<file path="src/logic/bp_settings.svh">
// sizing macros and register offsets for the perceptron branch predictor
`ifndef BP_SETTINGS_SVH
`define BP_SETTINGS_SVH

// ==============================
// predictor geometry
// ==============================
// history bits and weights per row are the same number
`define BP_HIST_LEN     16
// signed weight width
`define BP_WEIGHT_W     8
// rows in the weight table
`define BP_ROWS         256
// branch address width
`define BP_ADDR_W       32
// commit records buffered ahead of training
`define BP_QUEUE_DEPTH  8

// ==============================
// apb register byte offsets
// ==============================
`define BP_REG_CTRL     8'h00
`define BP_REG_COMMITS  8'h04
`define BP_REG_MISPRED  8'h08
`define BP_REG_HISTORY  8'h0C
`define BP_REG_STATUS   8'h10

`endif

</file>
<file path="src/logic/bp_pkg.sv">
// predictor vector types, commit and apb structs, row hash and weight access functions
`include "bp_settings.svh"

package bp_pkg;

	// ==============================
	// plain vector types
	// ==============================
	typedef logic [`BP_ADDR_W-1:0] pc_t;
	typedef logic [$clog2(`BP_ROWS)-1:0] row_idx_t;
	typedef logic signed [`BP_WEIGHT_W-1:0] weight_t;
	// weight i sits at slice i
	typedef logic [`BP_HIST_LEN*`BP_WEIGHT_W-1:0] weight_row_t;
	// bit 0 is the newest outcome
	typedef logic [`BP_HIST_LEN-1:0] hist_t;
	// wide enough for HIST_LEN weights of either sign
	typedef logic signed [`BP_WEIGHT_W+$clog2(`BP_HIST_LEN):0] sum_t;
	typedef logic [$clog2(`BP_QUEUE_DEPTH):0] q_level_t;
	typedef logic [7:0] apb_addr_t;
	typedef logic [31:0] apb_data_t;

	// ==============================
	// structs
	// ==============================
	typedef struct packed {
		pc_t pc;
		logic taken;
		logic predicted;
	} commit_t;

	typedef struct packed {
		logic psel;
		logic penable;
		logic pwrite;
		apb_addr_t paddr;
		apb_data_t pwdata;
	} apb_req_t;

	typedef struct packed {
		apb_data_t prdata;
		logic pready;
		logic pslverr;
	} apb_rsp_t;

	// xor of the four address bytes picks the table row
	function automatic row_idx_t fold_pc(pc_t pc);
		return pc[7:0] ^ pc[15:8] ^ pc[23:16] ^ pc[31:24];
	endfunction

	// pull weight i out of a packed row as a signed value
	function automatic weight_t row_weight(weight_row_t row, int i);
		return weight_t'(row[i*`BP_WEIGHT_W +: `BP_WEIGHT_W]);
	endfunction

endpackage

</file>
<file path="src/logic/commit_queue.sv">
// circular FIFO of commit records with ready back-pressure, pop gate and level output
`timescale 1ns/100ps
`include "bp_settings.svh"

module commit_queue import bp_pkg::*; (
	input  logic     clk,
	input  logic     rst,
	input  logic     push_valid,
	input  commit_t  push_data,
	output logic     push_ready,
	input  logic     pop_en,
	output logic     pop_valid,
	output commit_t  pop_data,
	output q_level_t level
);

	localparam int PTR_W = $clog2(`BP_QUEUE_DEPTH);
	localparam logic [PTR_W-1:0] LAST = PTR_W'(`BP_QUEUE_DEPTH - 1);

	commit_t mem [`BP_QUEUE_DEPTH];

	logic [PTR_W-1:0] head;
	logic [PTR_W-1:0] tail;
	q_level_t count;
	logic push;

	// ==============================
	// handshakes
	// ==============================
	// only a full queue refuses a record
	assign push_ready = (count != q_level_t'(`BP_QUEUE_DEPTH));
	assign push = push_valid & push_ready;
	// drain whenever training is on and something is waiting
	assign pop_valid = pop_en & (count != '0);
	assign pop_data = mem[head];
	assign level = count;

	// record storage
	always_ff @(posedge clk) begin
		if (push)
			mem[tail] <= push_data;
	end

	// ==============================
	// pointers and count
	// ==============================
	always_ff @(posedge clk) begin
		if (rst) begin
			head <= '0;
			tail <= '0;
			count <= '0;
		end else begin
			if (push)
				tail <= (tail == LAST) ? '0 : tail + 1'b1;
			if (pop_valid)
				head <= (head == LAST) ? '0 : head + 1'b1;
			// simultaneous push and pop leaves the count alone
			if (push && !pop_valid)
				count <= count + q_level_t'(1);
			else if (!push && pop_valid)
				count <= count - q_level_t'(1);
		end
	end

endmodule

</file>
<file path="config.mk">
export PLATFORM = sky130hd
export DESIGN_NAME = commit_queue
export DESIGN_NICKNAME = d
export VERILOG_FILES = /design/src/logic/bp_pkg.sv /design/src/logic/commit_queue.sv
export VERILOG_INCLUDE_DIRS = /design/src /design/src/logic
export SDC_FILE = /design/constraint.sdc
export NUM_CORES = 1
export LEC_CHECK = 0
export BUFFER_PORTS_ARGS = -buffer_cell sky130_fd_sc_hd__buf_2
export CAP_MARGIN = 10
export CORE_ASPECT_RATIO = 1.2
export CORE_MARGIN = 2
export CORE_UTILIZATION = 60
export DETAILED_ROUTE_END_ITERATION = 10
export GPL_ROUTABILITY_DRIVEN = 0
export GPL_TIMING_DRIVEN = 0
export PLACE_DENSITY = 0.79
export SYNTH_ARGS = -nofsm -noshare
export SYNTH_HDL_FRONTEND = slang
export SYNTH_SLANG_ARGS = --single-unit
</file>
<file path="constraint.sdc">
create_clock -name clk -period 4.9 [get_ports clk]
set_input_delay 0.245 -clock clk [delete_from_list [all_inputs] [get_ports clk]]
set_output_delay 0.245 -clock clk [all_outputs]
set_load 0.01 [all_outputs]
</file>
==> flow_summary_export.csv, run 1 <==
group,metric,value,unit
yosys,synth-seq-cells,285,
floorplan,initial_utilization,0.607,
status,status,"completed",
pwr,clock_power_share,0.318,
yosys,yosys-top-cells-area,"edfxtp_1 (74%), mux4_2 (12%), mux2_4 (2.7%), mux4_1 (2.6%), dfxtp_1 (2.4%)",
placement,hpwl,13700,um
placement,place_inst,794,
critical_path,critPathCaptureType,"output port",
floorplan,rows,54,
drt,drt-pass1-iter-count,5,
critical_path,arrival,2.56,ns
clock_network,cts_tree,"built",
yosys,ys_warn_count,0,
cells_and_area,multi_input_area,2460,um2
critical_path,cp-start-kind,"register",
yosys,syn-cell-area,11000,um2
yosys,seq_area_frac_synth,0.766,
global_routing,grt_overflow_total,0,
drt,dr.first_iter.drc_count,504,
sta,slew_violations,0,
clock_network,clk_pin_slew,0.06,ns
floorplan,core_area,18100,um2
yosys,syn-num-nets,515,
yosys,yosysTopAreaCell,"edfxtp_1",
cells_and_area,antenna_cells,0,
cells_and_area,nNetsFinal,674,
yosys,syn_inst,469,
sta,worst_pin_slew,1.05,ns
sta,grt_setup_unrepaired,"no",
drt,post_drt_wl_per_cell,24.8,um
drt,num_vias,5241,
floorplan,io_pins,78,
clock_network,cts_root_buf,"clkbuf_16",
sta,fin_crit_sh,0.573,
sta,slew-limit-headroom,0.295,
global_routing,grt_pass1_wl,33300,um
cells_and_area,regArea,8430,um2
sta,fin_skew,0.0263,ns
sta,setup_tns,0,ns
pwr,combPwrFrac,0.215,
critical_path,worstSetupPathType,"reg2out",
pwr,p_leak,0.00442,uW
cells_and_area,finalNonFillerCells,868,
cells_and_area,layout_common_cells,"edfxtp_1 (272), buf_2 (85), mux4_2 (57)",
yosys,synth.top_cell.area_share,0.743,
sta,max_freq,356,MHz
pwr,switching_share,0.245,
global_routing,grt_pass1_vias,5661,
critical_path,critical_path_required,4.66,ns
pwr,power.total,6170,uW
clock_network,cts_buffer_depth,3,
drt,drc,0,
placement,portBuffers,77,
cells_and_area,area_growth,19.5,%
sta,setup_viol,0,
pwr,seq_power_share,0.467,
global_routing,antenna_found_initial,0,
sta,layout_min_cycle_time,2.81,ns
sta,finalHoldViolations,0,
floorplan,die_height,152,um
pwr,power.density,469,nW/um2
pwr,ir_drop,0.000315,V
drt,ant_nets,0,
floorplan,die_w,128,um
cells_and_area,mostFrequentLayoutCell,"edfxtp_1",
clock_network,cts_buffers,26,
clock_network,htree_levels,1,
run,maxCapViolCount,0,
sta,hold_slack,0.0113,ns
pwr,p_sw,1510,uW
critical_path,worst-path-max-fanout,10,
yosys,synthDistinctLibCells,34,
clock_network,clock_latency,0.53,ns
cells_and_area,drive_gt1_frac,0.391,
clock_network,cts_resized,0,
cells_and_area,fill_cells,1040,
drt,vias_per_cell,6.04,
worst_hold_path,min_path_type,"in2reg",
global_routing,grtUsageTotal,0.231,
pwr,p_int,4660,uW
clock_network,cts_sinks,285,
yosys,syn_area_per_cell,23.4,um2
floorplan,dieArea,19400,um2
drt,drt_wl_total,21500,um
global_routing,grt_max_degree,22,
-- cells in the mapped netlist, drive strengths merged --
master and number:
ha 7, dfxtp 13, inv 3, mux2i 1, buf 13, nand3 1, mux2 35, nor2b 1
nor4 1, fa 1, nor3 5, nand3b 1, a21oi 8, clkbuf 9, o41ai 1, nor2 10
xnor2 1, edfxtp 272, nand2 11, a31oi 1, nand2b 2, mux4 68, or3 1, or4b 1
xor2 1, a211oi 1
-- stage by stage --
step,setup slack [ns],util,instance area [um2]
after floorplan,0.286,-,11000
after global placement,-2.80,0.644,11700
after detailed placement,2.10,0.663,12000
after CTS,2.05,0.726,13100
after global routing,1.91,0.726,13100
final,2.09,0.726,13100
-- routing by layer --
layer	track usage	part of all wire	routed length [um]
met1	0.316	0.40	8570
met3	0.0348	0.049	1050
met4	0.0591	0.018	383
met5	0	0	0
met2	0.398	0.54	11500
-- sequential cells by signal, indices dropped and copies added, names as in the netlist, named ones only --
| signal | flops |
|---|---|
| head | 3 |
| level | 4 |
| mem | 272 |
| tail | 3 |
-- power groups by stage --
stage / registers (uW) / logic, uW / clock network, uW
global route: 2890 / 1440 / 2070
detailed placement: 2930 / 1320 / 0
floorplan: 2930 / 895 / 0
CTS: 2880 / 1350 / 1990
global placement: 2940 / 1230 / 0
finish: 2880 / 1330 / 1960
-- repair_timing --
item,CTS,global route
endpoints found under the hold margin,233,0
setup buffers,0,0
hold buffers,30,0
endpoints found under the setup margin,0,0
-- final timing paths --
check,from,slack (ns),to,cells after the start
worst max-delay path,register,2.09,pop_data[19],6
worst min-delay path,push_data[22],0.01,mem[6][22],1
worst max register to register,level[1],2.09,level[3],10
worst min register to register,head[2],0.50,head[2],2
-- critical path, cell delays in order (launching register included) --
cell	delay, ns
dfxtp_1	0.32
clkbuf_1	0.24
buf_2	0.34
buf_2	0.36
mux4_2	0.36
mux2_4	0.27
buf_2	0.15
-- kinds of logic after synthesis --
kind of cell	synth area share
xor gates and xnor gates	0.00159
DFF	0.766
muxes	0.187
adders and majority gates	0.00979
and+or+nand+nor	0.0146
AOI/OAI and AO/OA	0.00637
buffers and inverters	0.0146
-- area by class of cell --
class | count | area share
multi-input combinational | 159 | 0.187
inverter | 3 | 0.000857
clock inverter | 8 | 0.00685
clock buffer | 36 | 0.0563
timing repair buffer | 131 | 0.0753
sequential | 285 | 0.641
tap | 224 | 0.0213
buffer | 22 | 0.0113
No activity file was read; power rests on OpenSTA's default activity.
==> run 2: changes to the inputs <==
==> constraint.sdc (replaced) <==
create_clock -name clk -period 2.65 [get_ports clk]
set_input_delay 0.1325 -clock clk [delete_from_list [all_inputs] [get_ports clk]]
set_output_delay 0.1325 -clock clk [all_outputs]
set_load 0.01 [all_outputs]
==> run 2 against run 1 <==
Critical path depth shrank 1; via count grew 0.84%; power grew 87%; register-to-register slack lost 2.0 ns; highest routed layer unchanged; sequential cell count is the same.
==> flow_summary_export.csv, run 2 (synthesized netlist as in run 1, its figures left out) <==
group,metric,value,unit
clock_network,cts_sinks,285,
critical_path,critical_path.slowest_cell,"mux4_1",
cells_and_area,largest_reg_flops,272,
sta,max_freq,392,MHz
sta,setup_tns,0,ns
placement,dpl_worst_slack,-0.257,ns
clock_network,cts_buffers,26,
drt,vias_per_cell,6.08,
floorplan,die_w,128,um
clock_network,cts_buffer_depth,3,
critical_path,r2r_setup_slack,0.11,ns
drt,drc,0,
cells_and_area,nNetsFinal,671,
sta,slew-limit-headroom,0.327,
global_routing,grt_max_degree,22,
pwr,combPwrFrac,0.220,
placement,hpwl,13400,um
floorplan,die_height,152,um
clock_network,htree_levels,1,
critical_path,crit_end,"pop_data[30]",
critical_path,critical_path_required,2.52,ns
cells_and_area,area_growth,21.1,%
critical_path,path_cells,"buf_6 > buf_2 > mux4_1 > mux2_4 > buf_2",
placement,portBuffers,77,
critical_path,reg2reg_from,"level[2]",
sta,layout_min_cycle_time,2.55,ns
global_routing,use_met3,0.0334,
cells_and_area,regMostFlops,"mem",
sta,fin_crit_sh,0.963,
global_routing,busiest_layer,"met2",
critical_path,crit_path_max_incr_delay,0.65,ns
pwr,switching_share,0.248,
global_routing,grt_pass1_vias,5711,
sta,setup_viol,0,
sta,grt_setup_unrepaired,"yes",
worst_hold_path,min_path_type,"in2reg",
global_routing,grt_pass1_wl,33200,um
drt,ant_nets,0,
drt,post_drt_wl_per_cell,25.1,um
worst_hold_path,hold_path.startpoint,"pop_en",
cells_and_area,layout_common_cells,"edfxtp_1 (272), buf_2 (82), mux4_2 (57)",
global_routing,grt_overflow_total,0,
pwr,clock_power_share,0.317,
sta,fin_ws,0.0982,ns
sta,worst_pin_slew,1.01,ns
floorplan,core_area,18100,um2
floorplan,rows,54,
critical_path,arrival,2.42,ns
sta,finalHoldViolations,0,
clock_network,cts_root_buf,"clkbuf_16",
critical_path,critical_path.top_delay_family,"multiplexers",
clock_network,clock_latency,0.53,ns
sta,slew_violations,0,
critical_path,reg2regPathDepth,8,
critical_path,worst-path-max-fanout,10,
drt,drt_wl_total,21800,um
drt,dr.first_iter.drc_count,406,
placement,dpl_cell_area,12100,um2
global_routing,antenna_found_initial,0,
pwr,p_int,8690,uW
global_routing,grt_util_met2,0.414,
clock_network,clk_pin_slew,0.06,ns
sta,fin_skew,0.0189,ns
pwr,p_sw,2870,uW
cells_and_area,drive_gt1_frac,0.394,
floorplan,io_pins,78,
critical_path,path_buf_inv,3,
status,status,"completed",
pwr,power.density,868,nW/um2
drt,num_vias,5285,
pwr,ir_drop,0.000702,V
global_routing,grtUsageTotal,0.231,
pwr,seq_power_share,0.463,
drt,drt-pass1-iter-count,5,
critical_path,cp-start-kind,"register",
pwr,p_leak,0.00445,uW
floorplan,dieArea,19400,um2
critical_path,cp.depth,5,
run,maxCapViolCount,0,
cells_and_area,antenna_cells,0,
critical_path,reg2reg_to,"level[3]",
critical_path,worstSetupPathType,"reg2out",
cells_and_area,fin_area,13300,um2
floorplan,initial_utilization,0.607,
global_routing,use_met1,0.291,
critical_path,path_common_cell,"buf_2",
clock_network,cts_tree,"built",
cells_and_area,mostFrequentLayoutCell,"edfxtp_1",
critical_path,critPathCaptureType,"output port",
run 2: changes by cell type in the layout (fill, tap and decap cells not counted), moves of 3 or more:
cell / delta
clkbuf_2: +4
clkinv_2: +3
clkinv_1: +4
nor3_4: +4
clkbuf_1: -4
buf_16: +7
dlygate4sd3_1: +6
dfxtp_2: +3
buf_6: -14
nor3_2: -4
clkbuf_8: -3
dfxtp_1: -3
buf_2: -3
run 2: what timing repair did:
item | CTS | global route
setup endpoints to repair | 38 | 21
hold endpoints to repair | 275 | 0
buffers inserted | 1 | 0
resized for setup | 10 | 6
hold buffers | 36 | 0
pin swaps | 1 | 1
run 2: cell type report:
| class | count | area (um2) |
|---|---|---|
| sequential | 285 | 8430 |
| buffer | 22 | 161 |
| tap | 224 | 280 |
| fill | 991 | 4790 |
| multi-input combinational | 159 | 2520 |
| clock inverter | 15 | 143 |
| timing repair buffer | 128 | 1080 |
| clock buffer | 33 | 698 |
| inverter | 3 | 11.3 |
run 2: metal layers:
metal / wire length, um / vias to the layer above
li1: - / 2288
met1: 8200 / 2770
met2: 11900 / 181
met3: 1140 / 46
met4: 568 / 0
met5: 0 / -
run 2: how the worst min path moves through the flow:
| stage | endpoint | slack (ns) | depth (start not counted) |
|---|---|---|---|
| finish | register | 0.05 | 4 |
| global route | head[2] | 0.06 | 4 |
| CTS | head[2] | 0.02 | 4 |
| detailed placement | mem[1][29] | 0.40 | 1 |
| global placement | mem[7][32] | 0.39 | 1 |
| floorplan | mem[0][0] | 0.23 | 0 |
run 2: power groups by stage:
stage	logic, uW	clock network, uW	registers, uW
finish	2540	3670	5350
global route	2730	3860	5370
CTS	2590	3720	5340
detailed placement	2480	0	5420
global placement	2290	0	5410
floorplan	1670	0	5410
run 2: metrics by stage:
step	hold WS [ns]	total power, uW	cells	util
4_1_cts	0.0159	11600	869	0.735
6_report	0.0462	11600	869	0.736
5_1_grt	0.0647	12000	869	0.736
3_5_place_dp	0.402	7900	784	0.666
3_3_place_gp	0.387	7700	770	0.646
2_1_floorplan	0.231	7070	469	-
run 2: worst register-to-register path, delay by kind of cell (launching register included):
family,cells,cell delay (ns)
flip-flops,1,0.37
multiplexers,1,0.31
adder cells (fa/ha/maj),2,0.63
AND/OR/NAND/NOR,1,0.13
AO/OA/AOI/OAI,3,0.93
buffers and inverters,1,0.06
==> run 3: changes to the inputs <==
--- a/config.mk
+++ b/config.mk
@@ -11,6 +11,7 @@
 export CORE_ASPECT_RATIO = 1.2
 export CORE_MARGIN = 2
 export CORE_UTILIZATION = 60
+export CTS_BUF_LIST = sky130_fd_sc_hd__clkbuf_16
 export DETAILED_ROUTE_END_ITERATION = 10
 export GPL_ROUTABILITY_DRIVEN = 0
 export GPL_TIMING_DRIVEN = 0
==> run 3 against run 2 <==
Design area stayed put; worst hold slack about the same; sequential share of layout area unchanged; maximum frequency grew 0.12%; die area stayed put; wire length hardly changed; first-iteration DRC count grew 4.9%; clock power barely moved; setup slack gained 0.0032 ns; critical endpoint unchanged; sequential cell count is the same; combinational power barely moved.
==> flow_summary_export.csv, run 3 (synthesized netlist as in run 1, its figures left out) <==
group,metric,value,unit
clock_network,htree_levels,1,
cells_and_area,area_growth,21.1,%
global_routing,antenna_found_initial,0,
clock_network,clock_latency,0.53,ns
placement,dpl_worst_slack,-0.257,ns
floorplan,die_w,128,um
floorplan,dieArea,19400,um2
placement,portBuffers,77,
global_routing,grtUsageTotal,0.231,
critical_path,worst-path-max-fanout,10,
clock_network,cts_sinks,285,
sta,slew_violations,0,
cells_and_area,regMostFlops,"mem",
sta,finalHoldViolations,0,
sta,slew-limit-headroom,0.330,
critical_path,worstSetupPathType,"reg2out",
critical_path,arrival,2.42,ns
global_routing,grt_max_degree,22,
status,status,"completed",
pwr,clock_power_share,0.316,
sta,layout_min_cycle_time,2.55,ns
global_routing,grt_pass1_vias,5711,
drt,topRoutingLayerUsed,"met4",
pwr,p_sw,2870,uW
pwr,seq_power_share,0.464,
pwr,power.density,866,nW/um2
floorplan,core_area,18100,um2
critical_path,critPathCaptureType,"output port",
sta,worst_pin_slew,1.01,ns
cells_and_area,drive_gt1_frac,0.394,
drt,drc,0,
global_routing,grt_pass1_wl,33200,um
drt,met2RoutedLength,12000,um
cells_and_area,nNetsFinal,671,
sta,fin_ws,0.101,ns
pwr,p_int,8670,uW
drt,met1_length,8200,um
drt,dr.first_iter.drc_count,426,
floorplan,io_pins,78,
worst_hold_path,min_path_type,"in2reg",
drt,drt_wl_total,21800,um
global_routing,grt_overflow_total,0,
floorplan,initial_utilization,0.607,
pwr,p_leak,0.00448,uW
floorplan,die_height,152,um
drt,ant_nets,0,
drt,drt-pass1-iter-count,5,
placement,place_inst,784,
critical_path,critical_path_required,2.52,ns
clock_network,cts_tree,"built",
clock_network,cts_buffers,26,
pwr,switching_share,0.249,
clock_network,clk_pin_slew,0.06,ns
critical_path,cp-start-kind,"register",
placement,hpwl,13400,um
cells_and_area,mostFrequentLayoutCell,"edfxtp_1",
sta,fin_crit_sh,0.962,
run,maxCapViolCount,0,
drt,vias_per_cell,6.09,
sta,grt_setup_unrepaired,"yes",
sta,max_freq,392,MHz
cells_and_area,layout_common_cells,"edfxtp_1 (272), buf_2 (82), mux4_2 (57)",
floorplan,rows,54,
drt,wl_met3,1080,um
cells_and_area,finalNonFillerCells,869,
drt,num_vias,5291,
pwr,ir_drop,0.000701,V
clock_network,cts_root_buf,"clkbuf_16",
cells_and_area,largest_reg_flops,272,
sta,fin_skew,0.0208,ns
clock_network,cts_buffer_depth,3,
cells_and_area,antenna_cells,0,
sta,setup_viol,0,
pwr,combPwrFrac,0.221,
drt,post_drt_wl_per_cell,25.1,um
-- run 3: cell types whose count changed in the layout (fill, tap and decap cells not counted) --
cell and delta:
clkbuf_1 -6, inv_1 +6
-- run 3: power by group through the flow --
stage / combinational, uW / sequential (uW) / clock [uW]
global placement: 2290 / 5410 / 0
detailed placement: 2480 / 5420 / 0
floorplan: 1670 / 5410 / 0
finish: 2540 / 5350 / 3640
global route: 2730 / 5370 / 3840
CTS: 2590 / 5340 / 3690
-- run 3: path summary, 6_finish.rpt --
| path | end | startpoint | depth (start not counted) | slack (ns) |
|---|---|---|---|---|
| worst min register to register | register | head[1] | 2 | 0.51 |
| worst max-delay path | pop_data[30] | register | 5 | 0.10 |
| worst max register to register | level[3] | level[2] | 8 | 0.11 |
| worst min-delay path | register | pop_en | 4 | 0.05 |
-- run 3: layer usage --
metal,vias up,global-route usage
met2,184,0.414
li1,2285,-
met3,44,0.0334
met4,0,0.0769
met1,2778,0.291
met5,-,0
-- run 3: critical path, stage by stage (launching register included) --
cell	delay, ns
dfxtp_1	0.33
buf_6	0.12
buf_2	0.36
mux4_1	0.65
mux2_4	0.28
buf_2	0.14
-- run 3: what timing repair did --
action / in CTS / in global routing
hold buffers: 36 / 0
endpoints found under the setup margin: 38 / 21
resized for setup: 10 / 6
buffers inserted: 1 / 0
pin swaps: 1 / 1
hold endpoints to repair: 275 / 0
-- run 3: stage by stage --
| step | TNS [ns] | power [uW] | instance area, um2 | utilization | hold slack, ns |
|---|---|---|---|---|---|
| final | 0 | 11500 | 13300 | 0.736 | 0.0461 |
| after global routing | -0.0103 | 11900 | 13300 | 0.736 | 0.0647 |
| after CTS | 0 | 11600 | 13300 | 0.735 | 0.0159 |
| after detailed placement | -0.257 | 7900 | 12100 | 0.666 | 0.402 |
| after global placement | -353.11 | 7700 | 11700 | 0.646 | 0.387 |
| after floorplan | -43.97 | 7070 | 11000 | - | 0.231 |
-- run 3: final cells by class --
cell class	instances	area [um2]
Sequential cell	285	8430
Fill cell	991	4790
Multi-Input combinational cell	159	2520
Timing Repair Buffer	128	1080
Clock buffer	27	676
Tap cell	224	280
Clock inverter	21	165
Buffer	22	161
Inverter	3	11.3
